--- src/adxl_pkg.sv ---
package adxl_pkg;

	localparam logic [6:0] DEV_ADDR  = 7'h1D;
	localparam logic [7:0] REG_TEMP2 = 8'h06;	// TEMP2, TEMP1, XDATA3 .. ZDATA1 follow

	localparam int BURST_LEN = 11;
	localparam int TEMP_W    = 12;
	localparam int ACC_W     = 20;

	typedef logic signed [ACC_W-1:0] acc_t;
	typedef logic [TEMP_W-1:0]       temp_t;

	// cpu register access sequencer
	typedef enum logic [2:0] {
		CPU_IDLE,
		CPU_REQ,
		CPU_CMD,
		CPU_WAIT
	} cpu_seq_t;

	// data-ready burst sequencer
	typedef enum logic [2:0] {
		POLL_IDLE,
		POLL_REQ,
		POLL_CMD,
		POLL_WAIT
	} poll_seq_t;

endpackage

--- src/i2c_pkg.sv ---
package i2c_pkg;

	localparam int BYTE_W = 8;

	// commands accepted by the byte engine
	typedef enum logic [1:0] {
		CMD_START,
		CMD_WRITE,
		CMD_READ,
		CMD_STOP
	} i2c_cmd_t;

	// engine phases, BIT covers the 8 data bits and ACK the ninth
	typedef enum logic [2:0] {
		IDLE,
		START,
		BIT,
		ACK,
		STOP
	} engine_state_t;

endpackage
--- src/adxl_i2c_top.sv ---
`timescale 1ns/1ps

module adxl_i2c_top import i2c_pkg::*, adxl_pkg::*; #(
	parameter int CLK_DIV = 4	// i_clk cycles per quarter scl period
) (
	input  logic              i_clk,
	input  logic              i_rst_n,
	input  logic              i_cpu_start,
	input  logic              i_cpu_write,
	input  logic [BYTE_W-1:0] i_reg_addr,
	input  logic [BYTE_W-1:0] i_wr_data,
	output logic              o_cpu_busy,
	output logic              o_cpu_done,
	output logic [BYTE_W-1:0] o_rd_data,
	output logic              o_cpu_nack,
	input  logic              i_drdy,
	output temp_t             o_temp,
	output acc_t              o_acc_x,
	output acc_t              o_acc_y,
	output acc_t              o_acc_z,
	output logic              o_sample_valid,
	output logic              o_scl_oe,
	output logic              o_sda_oe,
	input  logic              i_scl,
	input  logic              i_sda
);

	logic cpu_req, cpu_gnt, cpu_cmd_valid, cpu_cmd_nack, cpu_done, cpu_ack_ok;
	logic poll_req, poll_gnt, poll_cmd_valid, poll_cmd_nack, poll_done, poll_ack_ok;
	logic eng_cmd_valid, eng_cmd_nack, eng_busy, eng_done, eng_ack_ok;
	i2c_cmd_t cpu_cmd, poll_cmd, eng_cmd;
	logic [BYTE_W-1:0] cpu_wdata, cpu_rdata, poll_wdata, poll_rdata, eng_wdata, eng_rdata;

	cpu_reg_access u_cpu (
		.i_clk(i_clk), .i_rst_n(i_rst_n), .i_cpu_start(i_cpu_start),
		.i_cpu_write(i_cpu_write), .i_reg_addr(i_reg_addr), .i_wr_data(i_wr_data),
		.i_gnt(cpu_gnt), .i_done(cpu_done), .i_rdata(cpu_rdata), .i_ack_ok(cpu_ack_ok),
		.o_req(cpu_req), .o_cmd_valid(cpu_cmd_valid), .o_cmd(cpu_cmd),
		.o_wdata(cpu_wdata), .o_cmd_nack(cpu_cmd_nack), .o_cpu_busy(o_cpu_busy),
		.o_cpu_done(o_cpu_done), .o_rd_data(o_rd_data), .o_cpu_nack(o_cpu_nack)
	);

	sample_poller u_poll (
		.i_clk(i_clk), .i_rst_n(i_rst_n), .i_drdy(i_drdy), .i_gnt(poll_gnt),
		.i_done(poll_done), .i_rdata(poll_rdata), .i_ack_ok(poll_ack_ok),
		.o_req(poll_req), .o_cmd_valid(poll_cmd_valid), .o_cmd(poll_cmd),
		.o_wdata(poll_wdata), .o_cmd_nack(poll_cmd_nack), .o_temp(o_temp),
		.o_acc_x(o_acc_x), .o_acc_y(o_acc_y), .o_acc_z(o_acc_z),
		.o_sample_valid(o_sample_valid)
	);

	bus_arbiter u_arb (
		.i_clk(i_clk), .i_rst_n(i_rst_n), .i_cpu_req(cpu_req), .i_poll_req(poll_req),
		.i_cpu_cmd_valid(cpu_cmd_valid), .i_cpu_cmd(cpu_cmd), .i_cpu_wdata(cpu_wdata),
		.i_cpu_cmd_nack(cpu_cmd_nack), .i_poll_cmd_valid(poll_cmd_valid),
		.i_poll_cmd(poll_cmd), .i_poll_wdata(poll_wdata), .i_poll_cmd_nack(poll_cmd_nack),
		.i_eng_busy(eng_busy), .i_eng_done(eng_done), .i_eng_rdata(eng_rdata),
		.i_eng_ack_ok(eng_ack_ok), .o_cpu_gnt(cpu_gnt), .o_poll_gnt(poll_gnt),
		.o_eng_cmd_valid(eng_cmd_valid), .o_eng_cmd(eng_cmd), .o_eng_wdata(eng_wdata),
		.o_eng_cmd_nack(eng_cmd_nack), .o_cpu_done(cpu_done), .o_cpu_rdata(cpu_rdata),
		.o_cpu_ack_ok(cpu_ack_ok), .o_poll_done(poll_done), .o_poll_rdata(poll_rdata),
		.o_poll_ack_ok(poll_ack_ok)
	);

	i2c_byte_engine #(.CLK_DIV(CLK_DIV)) u_eng (
		.i_clk(i_clk), .i_rst_n(i_rst_n), .i_cmd_valid(eng_cmd_valid), .i_cmd(eng_cmd),
		.i_wdata(eng_wdata), .i_cmd_nack(eng_cmd_nack), .i_sda(i_sda), .i_scl(i_scl),
		.o_busy(eng_busy), .o_done(eng_done), .o_rdata(eng_rdata), .o_ack_ok(eng_ack_ok),
		.o_scl_oe(o_scl_oe), .o_sda_oe(o_sda_oe)
	);

endmodule

--- src/sample_poller.sv ---
`timescale 1ns/1ps

module sample_poller import i2c_pkg::*, adxl_pkg::*; (
	input  logic              i_clk,
	input  logic              i_rst_n,
	input  logic              i_drdy,
	input  logic              i_gnt,
	input  logic              i_done,
	input  logic [BYTE_W-1:0] i_rdata,
	input  logic              i_ack_ok,
	output logic              o_req,
	output logic              o_cmd_valid,
	output i2c_cmd_t          o_cmd,
	output logic [BYTE_W-1:0] o_wdata,
	output logic              o_cmd_nack,
	output temp_t             o_temp,
	output acc_t              o_acc_x,
	output acc_t              o_acc_y,
	output acc_t              o_acc_z,
	output logic              o_sample_valid
);

	poll_seq_t         state;
	logic [2:0]        step;
	logic [3:0]        byte_cnt;
	logic              drdy_q;
	logic              aborted;
	logic              last_byte;
	logic [BYTE_W-1:0] burst_buf [BURST_LEN];

	assign last_byte   = (byte_cnt == 4'(BURST_LEN - 1));
	assign o_req       = (state != POLL_IDLE);
	assign o_cmd_valid = (state == POLL_CMD);

	// S, addr+w, TEMP2, P, S, addr+r, burst bytes, P
	always_comb begin
		o_cmd      = CMD_WRITE;
		o_wdata    = '1;
		o_cmd_nack = 1'b0;
		case (step)
			3'd0, 3'd4: o_cmd = CMD_START;
			3'd1: o_wdata = {DEV_ADDR, 1'b0};
			3'd2: o_wdata = REG_TEMP2;
			3'd5: o_wdata = {DEV_ADDR, 1'b1};
			3'd6: begin
				o_cmd      = CMD_READ;
				o_cmd_nack = last_byte;
			end
			default: o_cmd = CMD_STOP;
		endcase
	end

	always_ff @(posedge i_clk or negedge i_rst_n) begin
		if (!i_rst_n) begin
			state          <= POLL_IDLE;
			step           <= '0;
			byte_cnt       <= '0;
			drdy_q         <= 1'b0;
			aborted        <= 1'b0;
			o_temp         <= '0;
			o_acc_x        <= '0;
			o_acc_y        <= '0;
			o_acc_z        <= '0;
			o_sample_valid <= 1'b0;
		end else begin
			drdy_q         <= i_drdy;
			o_sample_valid <= 1'b0;
			case (state)
				POLL_IDLE: if (i_drdy && !drdy_q) begin	// edges while busy are dropped
					step     <= '0;
					byte_cnt <= '0;
					aborted  <= 1'b0;
					state    <= POLL_REQ;
				end
				POLL_REQ: if (i_gnt) state <= POLL_CMD;
				POLL_CMD: state <= POLL_WAIT;
				default: if (i_done) begin
					state <= POLL_CMD;
					if ((step == 3'd1 || step == 3'd5) && !i_ack_ok) begin
						aborted <= 1'b1;
						step    <= 3'd7;
					end else if (step == 3'd6) begin
						byte_cnt <= byte_cnt + 1'b1;
						if (last_byte)
							step <= 3'd7;
					end else if (step == 3'd7) begin
						state <= POLL_IDLE;
						if (!aborted) begin
							o_temp  <= {burst_buf[0][3:0], burst_buf[1]};
							o_acc_x <= {burst_buf[2], burst_buf[3], burst_buf[4][7:4]};
							o_acc_y <= {burst_buf[5], burst_buf[6], burst_buf[7][7:4]};
							o_acc_z <= {burst_buf[8], burst_buf[9], burst_buf[10][7:4]};
							o_sample_valid <= 1'b1;
						end
					end else begin
						step <= step + 1'b1;
					end
				end
			endcase
		end
	end

	always_ff @(posedge i_clk) begin
		if (state == POLL_WAIT && i_done && step == 3'd6)
			burst_buf[byte_cnt] <= i_rdata;
	end

endmodule

--- src/cpu_reg_access.sv ---
`timescale 1ns/1ps

module cpu_reg_access import i2c_pkg::*, adxl_pkg::*; (
	input  logic              i_clk,
	input  logic              i_rst_n,
	input  logic              i_cpu_start,
	input  logic              i_cpu_write,
	input  logic [BYTE_W-1:0] i_reg_addr,
	input  logic [BYTE_W-1:0] i_wr_data,
	input  logic              i_gnt,
	input  logic              i_done,
	input  logic [BYTE_W-1:0] i_rdata,
	input  logic              i_ack_ok,
	output logic              o_req,
	output logic              o_cmd_valid,
	output i2c_cmd_t          o_cmd,
	output logic [BYTE_W-1:0] o_wdata,
	output logic              o_cmd_nack,
	output logic              o_cpu_busy,
	output logic              o_cpu_done,
	output logic [BYTE_W-1:0] o_rd_data,
	output logic              o_cpu_nack
);

	cpu_seq_t          state;
	logic [2:0]        step;
	logic              wr_q;
	logic              nack_seen;
	logic [BYTE_W-1:0] reg_q;
	logic [BYTE_W-1:0] data_q;
	logic [2:0]        last_step;
	logic              addr_step;

	// write: S, addr+w, reg, data, P
	// read:  S, addr+w, reg, P, S, addr+r, byte, P
	assign last_step   = wr_q ? 3'd4 : 3'd7;
	assign addr_step   = (step == 3'd1) || (!wr_q && step == 3'd5);
	assign o_req       = (state != CPU_IDLE);
	assign o_cpu_busy  = (state != CPU_IDLE);
	assign o_cmd_valid = (state == CPU_CMD);

	always_comb begin
		o_cmd      = CMD_WRITE;
		o_wdata    = '1;
		o_cmd_nack = 1'b0;
		case (step)
			3'd0: o_cmd = CMD_START;
			3'd1: o_wdata = {DEV_ADDR, 1'b0};
			3'd2: o_wdata = reg_q;
			3'd3: begin
				if (wr_q)
					o_wdata = data_q;
				else
					o_cmd = CMD_STOP;	// pointer write ends here
			end
			3'd4: o_cmd = wr_q ? CMD_STOP : CMD_START;
			3'd5: o_wdata = {DEV_ADDR, 1'b1};
			3'd6: begin
				o_cmd      = CMD_READ;
				o_cmd_nack = 1'b1;	// single byte, so it is the last
			end
			default: o_cmd = CMD_STOP;
		endcase
	end

	always_ff @(posedge i_clk or negedge i_rst_n) begin
		if (!i_rst_n) begin
			state      <= CPU_IDLE;
			step       <= '0;
			wr_q       <= 1'b0;
			nack_seen  <= 1'b0;
			o_cpu_done <= 1'b0;
			o_cpu_nack <= 1'b0;
		end else begin
			o_cpu_done <= 1'b0;
			case (state)
				CPU_IDLE: if (i_cpu_start) begin
					wr_q      <= i_cpu_write;
					step      <= '0;
					nack_seen <= 1'b0;
					state     <= CPU_REQ;
				end
				CPU_REQ: if (i_gnt) state <= CPU_CMD;
				CPU_CMD: state <= CPU_WAIT;
				default: if (i_done) begin
					if (addr_step && !i_ack_ok) begin
						nack_seen <= 1'b1;	// abort to stop
						step      <= last_step;
						state     <= CPU_CMD;
					end else if (step == last_step) begin
						state      <= CPU_IDLE;
						o_cpu_done <= 1'b1;
						o_cpu_nack <= nack_seen;
					end else begin
						step  <= step + 1'b1;
						state <= CPU_CMD;
					end
				end
			endcase
		end
	end

	always_ff @(posedge i_clk) begin
		if (state == CPU_IDLE && i_cpu_start) begin
			reg_q  <= i_reg_addr;
			data_q <= i_wr_data;
		end
		if (state == CPU_WAIT && i_done && step == 3'd6)
			o_rd_data <= i_rdata;
	end

endmodule

--- src/bus_arbiter.sv ---
`timescale 1ns/1ps

module bus_arbiter import i2c_pkg::*; (
	input  logic              i_clk,
	input  logic              i_rst_n,
	input  logic              i_cpu_req,
	input  logic              i_poll_req,
	input  logic              i_cpu_cmd_valid,
	input  i2c_cmd_t          i_cpu_cmd,
	input  logic [BYTE_W-1:0] i_cpu_wdata,
	input  logic              i_cpu_cmd_nack,
	input  logic              i_poll_cmd_valid,
	input  i2c_cmd_t          i_poll_cmd,
	input  logic [BYTE_W-1:0] i_poll_wdata,
	input  logic              i_poll_cmd_nack,
	input  logic              i_eng_busy,
	input  logic              i_eng_done,
	input  logic [BYTE_W-1:0] i_eng_rdata,
	input  logic              i_eng_ack_ok,
	output logic              o_cpu_gnt,
	output logic              o_poll_gnt,
	output logic              o_eng_cmd_valid,
	output i2c_cmd_t          o_eng_cmd,
	output logic [BYTE_W-1:0] o_eng_wdata,
	output logic              o_eng_cmd_nack,
	output logic              o_cpu_done,
	output logic [BYTE_W-1:0] o_cpu_rdata,
	output logic              o_cpu_ack_ok,
	output logic              o_poll_done,
	output logic [BYTE_W-1:0] o_poll_rdata,
	output logic              o_poll_ack_ok
);

	// grant held for a whole transaction, cpu wins a tie
	always_ff @(posedge i_clk or negedge i_rst_n) begin
		if (!i_rst_n) begin
			o_cpu_gnt  <= 1'b0;
			o_poll_gnt <= 1'b0;
		end else if (o_cpu_gnt) begin
			o_cpu_gnt <= i_cpu_req;
		end else if (o_poll_gnt) begin
			o_poll_gnt <= i_poll_req;
		end else if (!i_eng_busy) begin
			o_cpu_gnt  <= i_cpu_req;
			o_poll_gnt <= i_poll_req && !i_cpu_req;
		end
	end

	assign o_eng_cmd_valid = !i_eng_busy &&
		((o_cpu_gnt && i_cpu_cmd_valid) || (o_poll_gnt && i_poll_cmd_valid));
	assign o_eng_cmd      = o_poll_gnt ? i_poll_cmd : i_cpu_cmd;
	assign o_eng_wdata    = o_poll_gnt ? i_poll_wdata : i_cpu_wdata;
	assign o_eng_cmd_nack = o_poll_gnt ? i_poll_cmd_nack : i_cpu_cmd_nack;

	// results only reach the owner
	assign o_cpu_done    = o_cpu_gnt && i_eng_done;
	assign o_cpu_rdata   = o_cpu_gnt ? i_eng_rdata : '0;
	assign o_cpu_ack_ok  = o_cpu_gnt && i_eng_ack_ok;
	assign o_poll_done   = o_poll_gnt && i_eng_done;
	assign o_poll_rdata  = o_poll_gnt ? i_eng_rdata : '0;
	assign o_poll_ack_ok = o_poll_gnt && i_eng_ack_ok;

endmodule

--- src/i2c_byte_engine.sv ---
`timescale 1ns/1ps

module i2c_byte_engine import i2c_pkg::*; #(
	parameter int CLK_DIV = 4
) (
	input  logic              i_clk,
	input  logic              i_rst_n,
	input  logic              i_cmd_valid,
	input  i2c_cmd_t          i_cmd,
	input  logic [BYTE_W-1:0] i_wdata,
	input  logic              i_cmd_nack,
	input  logic              i_sda,
	input  logic              i_scl,
	output logic              o_busy,
	output logic              o_done,
	output logic [BYTE_W-1:0] o_rdata,
	output logic              o_ack_ok,
	output logic              o_scl_oe,
	output logic              o_sda_oe
);

	localparam int DIV_W = ($clog2(CLK_DIV) > 0) ? $clog2(CLK_DIV) : 1;

	engine_state_t     state;
	logic [DIV_W-1:0]  div_cnt;
	logic [1:0]        qtr;		// quarter within the current bit
	logic [2:0]        bit_idx;
	logic [BYTE_W-1:0] shift;
	logic              rx_q;
	logic              rd_mode;
	logic              nack_mode;
	logic              scl_hold;	// line levels kept between commands
	logic              sda_hold;
	logic              tick;
	logic              last_qtr;
	logic              rx_bit;
	logic              bit_low;
	logic              ack_low;

	assign tick     = (div_cnt == DIV_W'(CLK_DIV - 1));
	assign last_qtr = tick && (qtr == 2'd3);
	assign rx_bit   = i_scl ? i_sda : 1'b1;	// scl held low reads as released
	assign bit_low  = !rd_mode && !shift[BYTE_W-1];
	assign ack_low  = rd_mode && !nack_mode;
	assign o_busy   = (state != IDLE);
	assign o_rdata  = shift;

	always_ff @(posedge i_clk or negedge i_rst_n) begin
		if (!i_rst_n) begin
			state     <= IDLE;
			div_cnt   <= '0;
			qtr       <= '0;
			bit_idx   <= '0;
			rd_mode   <= 1'b0;
			nack_mode <= 1'b0;
			scl_hold  <= 1'b0;
			sda_hold  <= 1'b0;
			o_done    <= 1'b0;
			o_ack_ok  <= 1'b0;
		end else begin
			o_done <= 1'b0;
			if (state == IDLE) begin
				div_cnt <= '0;
				qtr     <= '0;
				if (i_cmd_valid) begin
					rd_mode   <= (i_cmd == CMD_READ);
					nack_mode <= i_cmd_nack;
					bit_idx   <= 3'd7;	// msb first
					case (i_cmd)
						CMD_START: state <= START;
						CMD_STOP:  state <= STOP;
						default:   state <= BIT;
					endcase
				end
			end else begin
				div_cnt <= tick ? '0 : div_cnt + 1'b1;
				if (tick)
					qtr <= qtr + 1'b1;
				// slave ack sampled mid scl high
				if (state == ACK && tick && qtr == 2'd1 && !rd_mode)
					o_ack_ok <= !rx_bit;
				if (last_qtr) begin
					case (state)
						START: begin
							state    <= IDLE;
							o_done   <= 1'b1;
							scl_hold <= 1'b1;
							sda_hold <= 1'b1;
						end
						BIT: begin
							if (bit_idx == 3'd0)
								state <= ACK;
							else
								bit_idx <= bit_idx - 1'b1;
						end
						ACK: begin
							state    <= IDLE;
							o_done   <= 1'b1;
							scl_hold <= 1'b1;	// park with scl low
							sda_hold <= ack_low;
						end
						default: begin	// STOP leaves both lines released
							state    <= IDLE;
							o_done   <= 1'b1;
							scl_hold <= 1'b0;
							sda_hold <= 1'b0;
						end
					endcase
				end
			end
		end
	end

	always_ff @(posedge i_clk) begin
		if (state == IDLE && i_cmd_valid)
			shift <= i_wdata;
		else if (state == BIT && last_qtr)
			shift <= {shift[BYTE_W-2:0], rx_q};
		if (state == BIT && tick && qtr == 2'd1)
			rx_q <= rx_bit;
	end

	// scl low in quarters 0 and 3, sda only moves at quarter 0 of a bit
	always_comb begin
		o_scl_oe = scl_hold;
		o_sda_oe = sda_hold;
		case (state)
			START: begin
				o_scl_oe = (qtr == 2'd3);
				o_sda_oe = (qtr != 2'd0);	// sda falls while scl high
			end
			BIT: begin
				o_scl_oe = (qtr == 2'd0) || (qtr == 2'd3);
				o_sda_oe = bit_low;
			end
			ACK: begin
				o_scl_oe = (qtr == 2'd0) || (qtr == 2'd3);
				o_sda_oe = ack_low;
			end
			STOP: begin
				o_scl_oe = (qtr == 2'd0);
				o_sda_oe = (qtr < 2'd2);	// sda rises while scl high
			end
			default: ;
		endcase
	end

endmodule

--- config.mk ---
export PLATFORM = sky130hd
export DESIGN_NAME = adxl_i2c_top
export DESIGN_NICKNAME = d
export VERILOG_FILES = /design/src/adxl_pkg.sv /design/src/i2c_pkg.sv /design/src/adxl_i2c_top.sv /design/src/sample_poller.sv /design/src/cpu_reg_access.sv /design/src/bus_arbiter.sv /design/src/i2c_byte_engine.sv
export SDC_FILE = /design/constraint.sdc
export NUM_CORES = 1
export LEC_CHECK = 0
export ABC_AREA = 1
export ABC_CLOCK_PERIOD_IN_PS = 3000
export BUFFER_PORTS_ARGS = -buffer_cell sky130_fd_sc_hd__buf_2
export CORE_MARGIN = 2
export CORE_UTILIZATION = 35
export DETAILED_ROUTE_END_ITERATION = 16
export HOLD_SLACK_MARGIN = 0.12
export PLACE_DENSITY = 0.54
export SYNTH_ARGS = -nofsm -noshare
export SYNTH_HDL_FRONTEND = slang
export SYNTH_SLANG_ARGS = --single-unit
--- constraint.sdc ---
create_clock -name i_clk -period 3 [get_ports i_clk]
set_clock_uncertainty 0.1 [all_clocks]
set_input_delay 0.9 -clock i_clk [delete_from_list [all_inputs] [get_ports i_clk]]
set_output_delay 0.9 -clock i_clk [all_outputs]
set_load 0.01 [all_outputs]
# Word-level counts from Yosys, hierarchy flattened
# Memory sizes are Yosys's and may differ from the RTL's. A register that Yosys moved wholly into a read port is not among the register bits.
# Index checks and enable logic that the tools add are counted.
[totals] register_bits=74 memories=1 out_inout_bits=86 ram_bits=88 word_cells=280
[classes] mux=94 magnitude_cmp=1 bitwise=10 add_sub_neg=6 eq_ne=40 reduce_logical=99
[mem_list] name="u_poll.burst_buf" depth=11 word_bits=8 rd=11 rd_ports_with_merged_regs=11 wr=1 line_no="sample_poller.sv:29" source="logic [BYTE_W-1:0] burst_buf [BURST_LEN];"
[ops] cell="3-bit two-way mux" n=29
[ops] cell="8-bit two-way mux" n=5
[ops] cell="8-bit case mux with 4 select lines" n=1
[ops] cell="1-bit two-way mux" n=30
[ops] cell="3-bit by 2-bit == test with 1-bit output (second input constant)" n=9
[ops] cell="1-bit logical AND" n=27
[ops] cell="3-bit == test (second input constant)" n=8
[ops] cell="8-bit case mux with 3 select lines" n=1
[ops] cell="1-bit logical NOT" n=21
[ops] cell="2-bit two-way mux" n=10
[ops] cell="4-bit AND reduction" n=5
[ops] cell="2-bit nonzero test" n=10
[ops] cell="3-bit logical NOT" n=6
[ops] cell="3-bit case mux with 2 select lines" n=3
[ops] cell="3-bit case mux with 3 select lines" n=2
[ops] cell="4-bit two-way mux" n=4
[ops] cell="3-bit by 1-bit == test with 1-bit output (second input constant)" n=5
[ops] cell="3-bit AND reduction" n=4
[ops] cell="3-bit OR reduction" n=4
[ops] cell="2-bit by 1-bit != test with 1-bit output (second input constant)" n=5
[ops] cell="1-bit NOT" n=10
[ops] cell="2-bit case mux with 5 select lines" n=1
[ops] cell="5-bit AND reduction" n=2
[ops] cell="2-bit OR reduction" n=5
[ops] cell="other kinds (25)" n=43

# Longest topological paths before layout
# Gate-level depths: netlist of the first run.
[depth] ltp_word=8 mapped_depth=15

# Cells and area by module
# From an unflattened synthesis of the first run, not the netlist that was laid out.
[hier_totals] cells_unflattened=946 hier_area_um2=9366.5
[modules_own_cells] module="sample_poller" cells_each=524 area_per_inst_um2=5920.7 instances=1
[modules_own_cells] module="cpu_reg_access" cells_each=154 area_per_inst_um2=1612.8 instances=1
[modules_own_cells] module="i2c_byte_engine" cells_each=177 area_per_inst_um2=1430.1 instances=1
[modules_own_cells] module="bus_arbiter" cells_each=91 area_per_inst_um2=402.9 instances=1

# Worst setup path after synthesis of the first run
# OpenSTA, ideal clock, no wires.
[synth_path] kind="flip-flop to flip-flop" from="register u_poll.step[0]" to="memory u_poll.burst_buf[2][0] (enable)" slack_ns=0.807 path_stages_with_launch=7 synth_period_minus_slack_ns=2.193 t_arrival_ns=1.710 required_time_ns=2.517 path_cell_list="dfrtp_1 inv_1 ha_1 nand2_1 inv_1 nand3_1 nor3_1"
[synth_between] elab_chain_len=4
[synth_lines] item="from (decl)" line_no="sample_poller.sv:24" source="logic [2:0] step;"
[synth_lines] item="from (signal assigned)" line_no="sample_poller.sv:96" source="step <= step + 1'b1;"
[synth_lines] item="3-bit == test" line_no="sample_poller.sv:104" source="if (state == POLL_WAIT && i_done && step == 3'd6)"
[synth_lines] item="1-bit logical AND" line_no="sample_poller.sv:104"
[synth_lines] item="1-bit two-way mux" line_no="sample_poller.sv:104"
[synth_lines] item="1-bit two-way mux (implied by the code)" line_no="sample_poller.sv:105" source="burst_buf[byte_cnt] <= i_rdata;"
[synth_lines] item="to (decl)" line_no="sample_poller.sv:29"
# No other way between the ends.

# Final worst setup path of the first run
[layout_path] from="register u_eng.state[2]" to="output o_sda_oe"
[layout_between] elab_chain_len=2 elab_cells_between_ends=5 classes_between="eq/ne (4); mux (1)"
[layout_lines] item="from (decl)" line_no="i2c_byte_engine.sv:24" source="engine_state_t state;"
[layout_lines] item="from (signal assigned)" line_no="i2c_byte_engine.sv:50" source="state <= IDLE;"
[layout_lines] item="from (signal assigned)" line_no="i2c_byte_engine.sv:70" source="CMD_START: state <= START;"
[layout_lines] item="from (signal assigned)" line_no="i2c_byte_engine.sv:71" source="CMD_STOP: state <= STOP;"
[layout_lines] item="3-bit == test, or another cell as far along" line_no="i2c_byte_engine.sv:127" source="case (state)"
[layout_lines] item="1-bit case mux with 4 select lines *" line_no="i2c_byte_engine.sv:127"
[layout_lines] item="to (decl)" line_no="adxl_i2c_top.sv:23" source="output logic o_sda_oe,"
# Every way passes the cells marked *; elsewhere a longest branch is shown, timed or not.

==> results of run 1 <==
==> flip-flops by register name (all words and copies together) (netlist names), 2 cells and up <==
| signal | flops |
|---|---|
| u_cpu.o_rd_data | 8 |
| u_cpu.state | 2 |
| u_poll.state | 2 |
| u_poll.o_acc_y | 20 |
| u_cpu.step | 3 |
| u_eng.div_cnt | 2 |
| u_poll.burst_buf | 72 |
| u_poll.o_acc_z | 20 |
| u_poll.byte_cnt | 4 |
| u_eng.o_rdata | 8 |
| u_poll.step | 3 |
| u_eng.state | 3 |
| u_eng.bit_idx | 3 |
| u_eng.qtr | 2 |
| u_poll.o_temp | 12 |
| u_poll.o_acc_x | 20 |
| u_cpu.reg_q | 8 |
| u_cpu.data_q | 8 |
==> metal layers <==
metal	track usage [%]	vias to the layer above	part of all wire (%)	wire [um]
li1	-	3114	-	-
met1	19.9	2944	47	9530
met2	24.9	133	47	9580
met3	2.36	29	3.6	740
met4	3.67	0	2.1	427
met5	0	-	0	0
==> through the flow <==
step	utilization, %	setup WS (ns)	instances
2_1_floorplan	-	0.807	893
3_3_place_gp	38.9	0.617	1323
3_5_place_dp	38.9	0.483	1323
4_1_cts	42.0	0.152	1369
5_1_grt	42.0	0.0277	1369
6_report	42.0	0.167	1369
==> final timing paths <==
check	cells after the start	slack, ns	endpoint	from
worst max-delay path	8	0.17	o_sda_oe	u_eng.state[2]
max in group asynchronous	2	1.91	u_eng.state[1]	i_rst_n
worst max register to register	8	0.46	u_poll.burst_buf[5][2]	u_poll.step[0]
min in group i_clk	2	0.34	u_poll.o_acc_z[8]	u_poll.burst_buf[9][4]
worst min register to register	2	0.34	u_poll.o_acc_z[8]	u_poll.burst_buf[9][4]
worst min-delay path	2	0.34	u_poll.o_sample_valid	i_rst_n
==> critical path: stages (launching register included) <==
cell and delay (ns):
dfrtp_1 0.46, inv_1 0.13, nand2_2 0.10, nor2_4 0.18
nand2_1 0.10, o21ai_0 0.10, nor2_1 0.06, nand2_1 0.06
buf_2 0.12
==> power by group through the flow <==
stage | sequential, mW | clock, mW | combinational (mW)
2_1_floorplan | 3.68 | 0 | 1.66
3_3_place_gp | 3.77 | 0 | 2.18
3_5_place_dp | 3.78 | 0 | 2.20
4_1_cts | 3.72 | 2.98 | 2.21
5_1_grt | 3.76 | 3.11 | 2.53
6_report | 3.72 | 2.90 | 2.18
==> area by class of cell <==
type,count,share of cell area (%)
clock inverter,7,0.478
sequential,216,53.9
tap,335,3.81
multi-input combinational,573,26.4
inverter,82,2.91
timing repair buffer,117,5.66
clock buffer,39,6.81
==> cell families after synthesis <==
logic type                 after synthesis
and+or+nand+nor                        492
DFF                                    216
buffers and inverters                  104
AOI/OAI and AO/OA                       48
adders and majority gates               31
xor gates and xnor gates                 2
==> Yosys cell counts (all sizes together) <==
cell type  number
nand3b          3
nand2         374
nand3          42
dfrtp         111
edfxtp        105
ha             31
o21ai          25
o21a            3
clkbuf          2
xnor2           1
buf            20
inv            82
nor3           12
xor2            1
o211ai          1
nand4           6
a31oi           3
nor2           53
a21oi          16
or2             2
==> flow_metrics.env, run 1 <==
export IMPL_rsz0062_at_grt="false"
export IMPL_setup_tns_ns=0
export IMPL_grt_max_degree=112
export IMPL_syn2layout_area_growth_pct=17.3
export IMPL_cts_resized=0
export IMPL_netlist_instances=893
export IMPL_maxCapViolCount=0
export IMPL_power_density_mw_per_mm2=800
export IMPL_crit_fanout=4
export IMPL_syn_cell_area_mm2=0.00938
export IMPL_crit_arrival_ns=1.83
export IMPL_fillCellCount=2579
export IMPL_portBuffers=108
export IMPL_drc=0
export IMPL_cts_sinks=216
export IMPL_grtUsageTotal_pct=14.7
export IMPL_cts_clk_slew_worst_paths_ns=0.06
export IMPL_ioPinCount=109
export IMPL_status="finished, final reports clean"
export IMPL_start_kind="register"
export IMPL_synth_adder_area_share_pct=4.14
export IMPL_crit_required_ns=2.00
export IMPL_total_power_mw=8.81
export IMPL_wl_per_cell_um=14.8
export IMPL_holdWs_ns=0.336
export IMPL_hold_viol=0
export IMPL_grt_overflow=0
export IMPL_final_period_utilization_pct=94.4
export IMPL_cts_setup_buffers=0
export IMPL_final_area_mm2=0.0110
export IMPL_power_switching_mw=2.91
export IMPL_synth_compound_area_share_pct=2.75
export IMPL_sw_frac_of_total_pct=33.0
export IMPL_p_seq_share_pct=42.3
export IMPL_ir_drop_v=0.000655
export IMPL_synth_area_per_cell_um2=10.5
export IMPL_grt_pass1_wl_mm=33.3
export IMPL_ant_nets=0
export IMPL_num_antenna_cells=0
export IMPL_clockPowerShare_pct=33.0
export IMPL_vias=6220
export IMPL_dr_first_iter_drc_count=374
export IMPL_routed_via_density=4.54
export IMPL_drive_above_1_share_pct=23.9
export IMPL_post_dp_hpwl_mm=13.8
export IMPL_synthSimpleGateAreaFrac_pct=23.9
export IMPL_combPwrFrac_pct=24.8
export IMPL_yosysUniqueCellTypes=33
export IMPL_routabilityCongestion=0.822
export IMPL_synthMuxAreaShare_pct=0
export IMPL_h_tree_depth=1
export IMPL_yosysTopAreaCell="edfxtp_1"
export IMPL_path_class="reg2out"
export IMPL_worst_pin_slew_ns=0.803
export IMPL_fmaxAchievable_ghz=0.353
export IMPL_cts_buffer_depth=3
export IMPL_dieHeight_um=168
export IMPL_ys_seq_elements=216
export IMPL_placed_cell_area_mm2=0.0102
export IMPL_ctsRootBufferMaster="clkbuf_16"
export IMPL_synth_seq_area_share_pct=63.2
export IMPL_cts_made_buffers=25
export IMPL_cts_tree="built"
export IMPL_antenna_found_initial=0
export IMPL_min_path_type="in2async"
export IMPL_setup_viol=0
export IMPL_first_global_vias=6298
export IMPL_clk_latency_ns=0.53
export IMPL_dieArea_mm2=0.0281
export IMPL_synth_top_cell_area_share_pct=33.6
export IMPL_internal_power_mw=5.90
export IMPL_final_seq_area_mm2=0.00593
export IMPL_yosys_top_cells_area="edfxtp_1 34%, dfrtp_1 30%, nand2_1 12%, nand2_2 5.0%, ha_1 4.1%"
export IMPL_core_area_mm2=0.0262
export IMPL_num_nets_final=1069
export IMPL_max_slew_margin_pct=46.5
export IMPL_worst_setup_path_end_kind="primary output"
export IMPL_synth_nets=947
export IMPL_drt_total_wl_mm=20.3
export IMPL_multi_input_area_mm2=0.00291
export IMPL_synth_top_family_by_area="simple AND/OR/NAND/NOR gates"
export IMPL_min_period_ns=2.83
export IMPL_start_util_pct=35.8
export IMPL_num_rows=59
export IMPL_holdBufCountCts=0
export IMPL_final_common_cell="nand2_1"
export IMPL_mostFrequentLayoutCells="293 x nand2_1, 111 x dfrtp_1, 107 x buf_2"
export IMPL_first_pass_iters=6
export IMPL_yosysWarnings=0
export IMPL_die_w_um=168
export IMPL_leakagePower_nw=5.48
export IMPL_synth_xor_area_share_pct=0.187
export IMPL_maxSlewViolCount=0
No activity file was read; power rests on OpenSTA's default activity.
==> inputs of run 2 (changes only) <==
--- a/config.mk
+++ b/config.mk
@@ -10,6 +10,7 @@
 export BUFFER_PORTS_ARGS = -buffer_cell sky130_fd_sc_hd__buf_2
 export CORE_MARGIN = 2
 export CORE_UTILIZATION = 35
+export CTS_BUF_LIST = sky130_fd_sc_hd__clkbuf_8
 export DETAILED_ROUTE_END_ITERATION = 16
 export HOLD_SLACK_MARGIN = 0.12
 export PLACE_DENSITY = 0.54
==> constraint.sdc (replaced) <==
create_clock -name i_clk -period 3 [get_ports i_clk]
set_clock_uncertainty 0.1 [all_clocks]
set_input_delay 0.3 -clock i_clk [delete_from_list [all_inputs] [get_ports i_clk]]
set_output_delay 0.3 -clock i_clk [all_outputs]
set_load 0.01 [all_outputs]
==> run 2 against run 1 <==
Non-clock buffer count is 22 higher; final cell count is 3.4% higher; largest power group unchanged; combinational power hardly changed.
==> flow_metrics.env, run 2 (synthesis gave the netlist of run 1 again) <==
export IMPL_status="finished, final reports clean"
export IMPL_grt_overflow=0
export IMPL_worst_pin_slew_ns=0.770
export IMPL_crit_fanout=8
export IMPL_rsz0062_at_grt="false"
export IMPL_fillCellCount=2577
export IMPL_num_nets_final=1105
export IMPL_mostFrequentLayoutCells="293 x nand2_1, 111 x dfrtp_1, 107 x buf_2"
export IMPL_start_kind="register"
export IMPL_ioPinCount=109
export IMPL_use_met2_pct=25.3
export IMPL_holdWs_ns=0.188
export IMPL_hold_viol=0
export IMPL_critPathBufInv=3
export IMPL_routabilityCongestion=0.792
export IMPL_maxSlewViolCount=0
export IMPL_ant_nets=0
export IMPL_cts_clk_slew_worst_paths_ns=0.05
export IMPL_first_pass_iters=5
export IMPL_multi_input_area_mm2=0.00291
export IMPL_grtUsageTotal_pct=14.9
export IMPL_num_rows=59
export IMPL_setup_viol=0
export IMPL_wl_per_cell_um=14.5
export IMPL_worstPathCellList="inv_1 -> ha_1 -> nand2_1 -> inv_1 -> nand3_1 -> inv_1 -> nand2_1 -> nor2_1"
export IMPL_regMostFlops="u_poll.burst_buf"
export IMPL_max_slew_margin_pct=48.7
export IMPL_largest_reg_flops=72
export IMPL_leakagePower_nw=5.62
export IMPL_critPathMaxStageDelay_ns=0.51
export IMPL_path_common_cell="inv_1"
export IMPL_die_w_um=168
export IMPL_ctsRootBufferMaster="clkbuf_8"
export IMPL_cts_sinks=216
export IMPL_crit_arrival_ns=2.49
export IMPL_cts_tree="built"
export IMPL_dieHeight_um=168
export IMPL_vias=6363
export IMPL_h_tree_depth=2
export IMPL_dieArea_mm2=0.0281
export IMPL_crit_required_ns=3.06
export IMPL_final_seq_area_mm2=0.00593
export IMPL_clk_latency_ns=0.54
export IMPL_cpMaxStageDelayCell="nor2_1"
export IMPL_syn2layout_area_growth_pct=18.8
export IMPL_worst_slack_ns=0.563
export IMPL_rrSetupSlack_ns=0.56
export IMPL_final_common_cell="nand2_1"
export IMPL_cts_made_buffers=39
export IMPL_drive_above_1_share_pct=23.9
export IMPL_post_dp_hpwl_mm=13.9
export IMPL_min_period_ns=2.44
export IMPL_drt_total_wl_mm=20.5
export IMPL_cts_resized=0
export IMPL_routed_via_density=4.49
export IMPL_cts_setup_buffers=0
export IMPL_num_antenna_cells=0
export IMPL_dr_first_iter_drc_count=441
export IMPL_path_class="reg2reg"
export IMPL_setup_tns_ns=0
export IMPL_grt_pass1_wl_mm=33.6
export IMPL_final_period_utilization_pct=81.2
export IMPL_portBuffers=108
export IMPL_post_place_ws_ns=0.541
export IMPL_fmaxAchievable_ghz=0.410
export IMPL_min_path_type="in2reg"
export IMPL_start_util_pct=35.8
export IMPL_maxCapViolCount=0
export IMPL_antenna_found_initial=0
export IMPL_grt_max_degree=74
export IMPL_core_area_mm2=0.0262
export IMPL_grt_busiest_layer="met2"
export IMPL_first_global_vias=6461
export IMPL_critPathTopFamily="simple AND/OR/NAND/NOR gates"
export IMPL_ir_drop_v=0.000376
export IMPL_worst_setup_path_end_kind="register"
export IMPL_met1_usage_pct=19.3
export IMPL_gr_usage_met3_pct=3.26
export IMPL_cts_buffer_depth=3
export IMPL_drc=0
export IMPL_power_density_mw_per_mm2=760
run 2: cell count changes in the layout (fill, tap and decap cells not counted), sizes merged:
cell         delta
buf             +1
clkbuf          +3
clkinv          +3
inv            +20
bufinv          +1
dlygate4sd3    +21
clkinvlp        -2
run 2: timing repair:
action / in CTS / in global routing
endpoints found under the setup margin: 0 / 0
hold endpoints to repair: 65 / 0
hold buffers: 21 / 0
run 2: worst paths after layout:
path,start,end,cells after the start
worst max-delay path,u_poll.step[0],u_poll.burst_buf[1][2],8
worst min-delay path,i_cpu_start,u_cpu.state[1],5
worst max register to register,u_poll.step[0],u_poll.burst_buf[1][2],8
worst min register to register,u_poll.burst_buf[2][4],u_poll.o_acc_x[16],2
max in group asynchronous,i_rst_n,u_eng.div_cnt[0],3
min in group asynchronous,i_rst_n,u_poll.o_sample_valid,2
run 2: final cells by class:
cell class / count / area share, %
tap: 335 / 3.76
timing repair buffer: 139 / 7.54
sequential: 216 / 53.2
clock inverter: 29 / 1.31
multi-input combinational: 573 / 26.1
clock buffer: 42 / 5.19
inverter: 82 / 2.87
run 2: power by group:
group	total, mW	switching (mW)	internal, mW
sequential	3.72	0.234	3.49
clock	2.56	1.18	1.38
combinational	2.20	1.49	0.709
total	8.47	2.90	5.57
run 2: through the flow:
step / utilization (%) / std cells / instance area [um^2] / total power, mW
2_1_floorplan: - / 893 / 9380 / 5.34
6_report: 42.5 / 1416 / 11100 / 8.47
4_1_cts: 42.5 / 1416 / 11100 / 8.60
3_3_place_gp: 39.0 / 1324 / 10200 / 5.94
3_5_place_dp: 39.0 / 1324 / 10200 / 5.97
5_1_grt: 42.5 / 1416 / 11100 / 9.10
run 2: layer usage:
layer,part of all wire [%],wire length [um]
met1,45,9320
met2,48,9880
met3,4.9,1000
met4,1.5,317
met5,0,0
run 2: worst reg2reg max path, delay by kind of cell, from the launching register on:
family                   cells  cell delay, ns
AND/OR/NAND/NOR              4            0.95
buffers and inverters        3            0.40
flip-flops                   1            0.42
adder cells (fa/ha/maj)      1            0.21
==> inputs of run 3 (changes only) <==
--- a/config.mk
+++ b/config.mk
@@ -5,15 +5,15 @@
 export SDC_FILE = /design/constraint.sdc
 export NUM_CORES = 1
 export LEC_CHECK = 0
-export ABC_AREA = 1
-export ABC_CLOCK_PERIOD_IN_PS = 3000
+export ABC_AREA = 0
+export ABC_CLOCK_PERIOD_IN_PS = 2000
 export BUFFER_PORTS_ARGS = -buffer_cell sky130_fd_sc_hd__buf_2
 export CORE_MARGIN = 2
 export CORE_UTILIZATION = 35
 export CTS_BUF_LIST = sky130_fd_sc_hd__clkbuf_8
 export DETAILED_ROUTE_END_ITERATION = 16
 export HOLD_SLACK_MARGIN = 0.12
-export PLACE_DENSITY = 0.54
+export PLACE_DENSITY = 0.56
 export SYNTH_ARGS = -nofsm -noshare
 export SYNTH_HDL_FRONTEND = slang
 export SYNTH_SLANG_ARGS = --single-unit
==> constraint.sdc (replaced) <==
create_clock -name i_clk -period 2 [get_ports i_clk]
set_clock_uncertainty 0.1 [all_clocks]
set_input_delay 0.2 -clock i_clk [delete_from_list [all_inputs] [get_ports i_clk]]
set_output_delay 0.2 -clock i_clk [all_outputs]
set_load 0.01 [all_outputs]
==> run 3 against run 2 <==
The flow now finishes with violations (setup timing); via count down 8.6%; core utilization rose by 5.6 points; sequential power increased by 25%; clock-buffer cell count fell by 3; synthesized area is 0.97% lower; routed wire length up 4.2%; critical path type is now reg2out; largest cell class unchanged; highest routed layer unchanged.
==> flow_metrics.env, run 3 <==
export IMPL_status="finished with violations"
export IMPL_failed_checks="setup timing"
export IMPL_drc=0
export IMPL_yosysUniqueCellTypes=65
export IMPL_power_switching_mw=1.88
export IMPL_top_layer_used="met4"
export IMPL_rsz0062_at_grt="true"
export IMPL_clk_latency_ns=0.54
export IMPL_crit_fanout=2
export IMPL_crit_required_ns=1.70
export IMPL_synth_top_cell_area_share_pct=34.0
export IMPL_hold_viol=0
export IMPL_p_seq_share_pct=54.3
export IMPL_h_tree_depth=2
export IMPL_setup_viol=81
export IMPL_first_global_vias=5895
export IMPL_yosysWarnings=0
export IMPL_dieArea_mm2=0.0279
export IMPL_cts_made_buffers=37
export IMPL_core_area_mm2=0.0261
export IMPL_yosysMostFrequentCell="dfrtp_1"
export IMPL_regMostFlops="u_poll.burst_buf"
export IMPL_wl_per_cell_um=17.2
export IMPL_min_period_ns=2.19
export IMPL_post_dp_hpwl_mm=13.6
export IMPL_critPathTopFamily="flip-flops"
export IMPL_synth_common_cells="111 x dfrtp_1, 105 x edfxtp_1, 69 x mux2_4, 31 x and2_1, 31 x ha_1"
export IMPL_holdWs_ns=0.281
export IMPL_drt_total_wl_mm=21.4
export IMPL_cpMaxStageDelayCell="edfxtp_1"
export IMPL_critPathBufInv=1
export IMPL_path_class="reg2out"
export IMPL_ioPinCount=109
export IMPL_sw_frac_of_total_pct=22.0
export IMPL_crit_arrival_ns=1.89
export IMPL_yosysTopAreaCell="edfxtp_1"
export IMPL_start_kind="register"
export IMPL_num_antenna_cells=0
export IMPL_yosys_top_cells_area="edfxtp_1 34%, dfrtp_1 30%, mux2_4 11%, ha_1 4.2%, and2_1 2.1%"
export IMPL_async_flop_share_pct=51.4
export IMPL_power_density_mw_per_mm2=680
export IMPL_start_util_pct=35.6
export IMPL_cts_sinks=216
export IMPL_combPwrFrac_pct=1.4
export IMPL_wl_met3_um=981
export IMPL_grt_pass1_wl_mm=32.6
export IMPL_netlist_instances=620
export IMPL_synth_seq_area_share_pct=63.9
export IMPL_synth_edff_count=105
export IMPL_fillCellCount=2257
export IMPL_synth_area_per_cell_um2=15.0
export IMPL_maxCapViolCount=0
export IMPL_portBuffers=108
export IMPL_worst_pin_slew_ns=0.578
export IMPL_max_slew_margin_pct=61.5
export IMPL_fmaxAchievable_ghz=0.456
export IMPL_antenna_found_initial=0
export IMPL_cts_buffer_depth=3
export IMPL_leakagePower_nw=5.70
export IMPL_vias=5814
export IMPL_num_rows=59
export IMPL_grtUsageTotal_pct=14.9
export IMPL_dr_first_iter_drc_count=233
export IMPL_worst_slack_ns=-0.193
export IMPL_dieHeight_um=167
export IMPL_syn2layout_area_growth_pct=35.2
export IMPL_met2_length_mm=10.4
export IMPL_ys_flop_type="dfrtp_1"
export IMPL_final_period_utilization_pct=110
export IMPL_worstPathCellList="or3_1 -> o211a_1 -> a21oi_2 -> a221o_1 -> buf_2"
export IMPL_setup_tns_ns=-10.93
export IMPL_maxSlewViolCount=0
export IMPL_ys_seq_elements=216
export IMPL_ir_drop_v=0.000514
export IMPL_wl_met1_mm=9.56
export IMPL_critPathMaxStageDelay_ns=0.45
export IMPL_ant_nets=0
export IMPL_drive_above_1_share_pct=46.0
export IMPL_cts_tree="built"
export IMPL_grt_max_degree=51
export IMPL_num_nets_final=930
export IMPL_clockPowerShare_pct=44.3
export IMPL_min_path_type="in2reg"
export IMPL_routed_via_density=4.69
export IMPL_largest_reg_flops=72
export IMPL_ctsRootBufferMaster="clkbuf_8"
export IMPL_mostFrequentLayoutCells="107 x buf_2, 107 x dfrtp_1, 105 x edfxtp_1"
export IMPL_cts_clk_slew_worst_paths_ns=0.06
export IMPL_grt_overflow=0
export IMPL_routabilityCongestion=0.818
export IMPL_synth_nets=674
export IMPL_internal_power_mw=6.66
export IMPL_die_w_um=167
export IMPL_worst_setup_path_end_kind="primary output"
export IMPL_first_pass_iters=4
export IMPL_syn_cell_area_mm2=0.00929
run 3: cell families after synthesis:
logic type | share of synthesized area (%)
xor+xnor | 0.0943
fa+ha+maj | 4.18
flops | 63.9
mux | 13.6
simple gates | 8.33
buf+inv | 3.53
compound gates | 6.44
run 3: metal layers:
layer / GRT usage [%] / vias up
met5: 0 / -
met3: 3.26 / 37
met2: 24.2 / 139
met1: 19.8 / 2859
li1: - / 2779
met4: 4.76 / 0
run 3: worst paths after layout:
| check | startpoint | end | slack [ns] | cells after the start |
|---|---|---|---|---|
| worst max-delay path | u_eng.o_rdata[7] | o_sda_oe | -0.19 | 5 |
| worst max register to register | u_poll.step[1] | u_poll.o_acc_y[3] | -0.16 | 8 |
| worst min register to register | u_eng.div_cnt[0] | u_eng.div_cnt[0] | 0.36 | 1 |
| min in group asynchronous | i_rst_n | u_poll.o_acc_z[13] | 0.66 | 4 |
| worst min-delay path | i_reg_addr[4] | u_cpu.reg_q[4] | 0.28 | 2 |
| max in group asynchronous | i_rst_n | u_poll.o_acc_z[3] | 0.86 | 4 |
run 3: worst register-to-register path, delay by kind of cell (launching register included):
kind,cells,cell delay (ns)
AND/OR/NAND/NOR,2,0.51
flip-flops,1,0.40
buffers and inverters,3,0.40
multiplexers,1,0.29
AO/OA/AOI/OAI,1,0.19
adder cells (fa/ha/maj),1,0.16
run 3: through the flow:
stage                     worst slack [ns]  cell area (um^2)  total power, mW  utilization [%]  cells
final                               -0.193             12600             8.54             48.2   1240
after global routing                -0.333             12600             8.91             48.2   1240
after CTS                           -0.199             12100             8.70             46.6   1222
after detailed placement            -0.126             10800             4.81             41.5   1108
after global placement              -0.112             10800             4.81             41.5   1108
after floorplan                     -0.219              9390             4.73                -    620
run 3: repair_timing:
action	in CTS	in global routing
pin swaps	6	19
gates cloned	3	6
hold buffers	24	0
endpoints found under the hold margin	139	0
setup buffers	19	14
gates resized for setup	36	51
setup endpoints to repair	132	142
run 3: cell type report:
cell class	count	area [um^2]	area share, %
multi-input combinational	351	3370	26.8
inverter	28	108	0.857
timing repair buffer	242	2020	16.1
sequential	216	5940	47.3
clock buffer	39	537	4.28
clock inverter	29	166	1.33
tap	335	419	3.34
run 3: power groups by stage:
stage               clock network [mW]  logic, mW  registers, mW
floorplan                            0    0.00211           4.72
global placement                     0     0.0831           4.72
detailed placement                   0     0.0834           4.72
CTS                               3.94      0.123           4.64
global route                      4.14      0.136           4.63
finish                            3.79      0.120           4.64
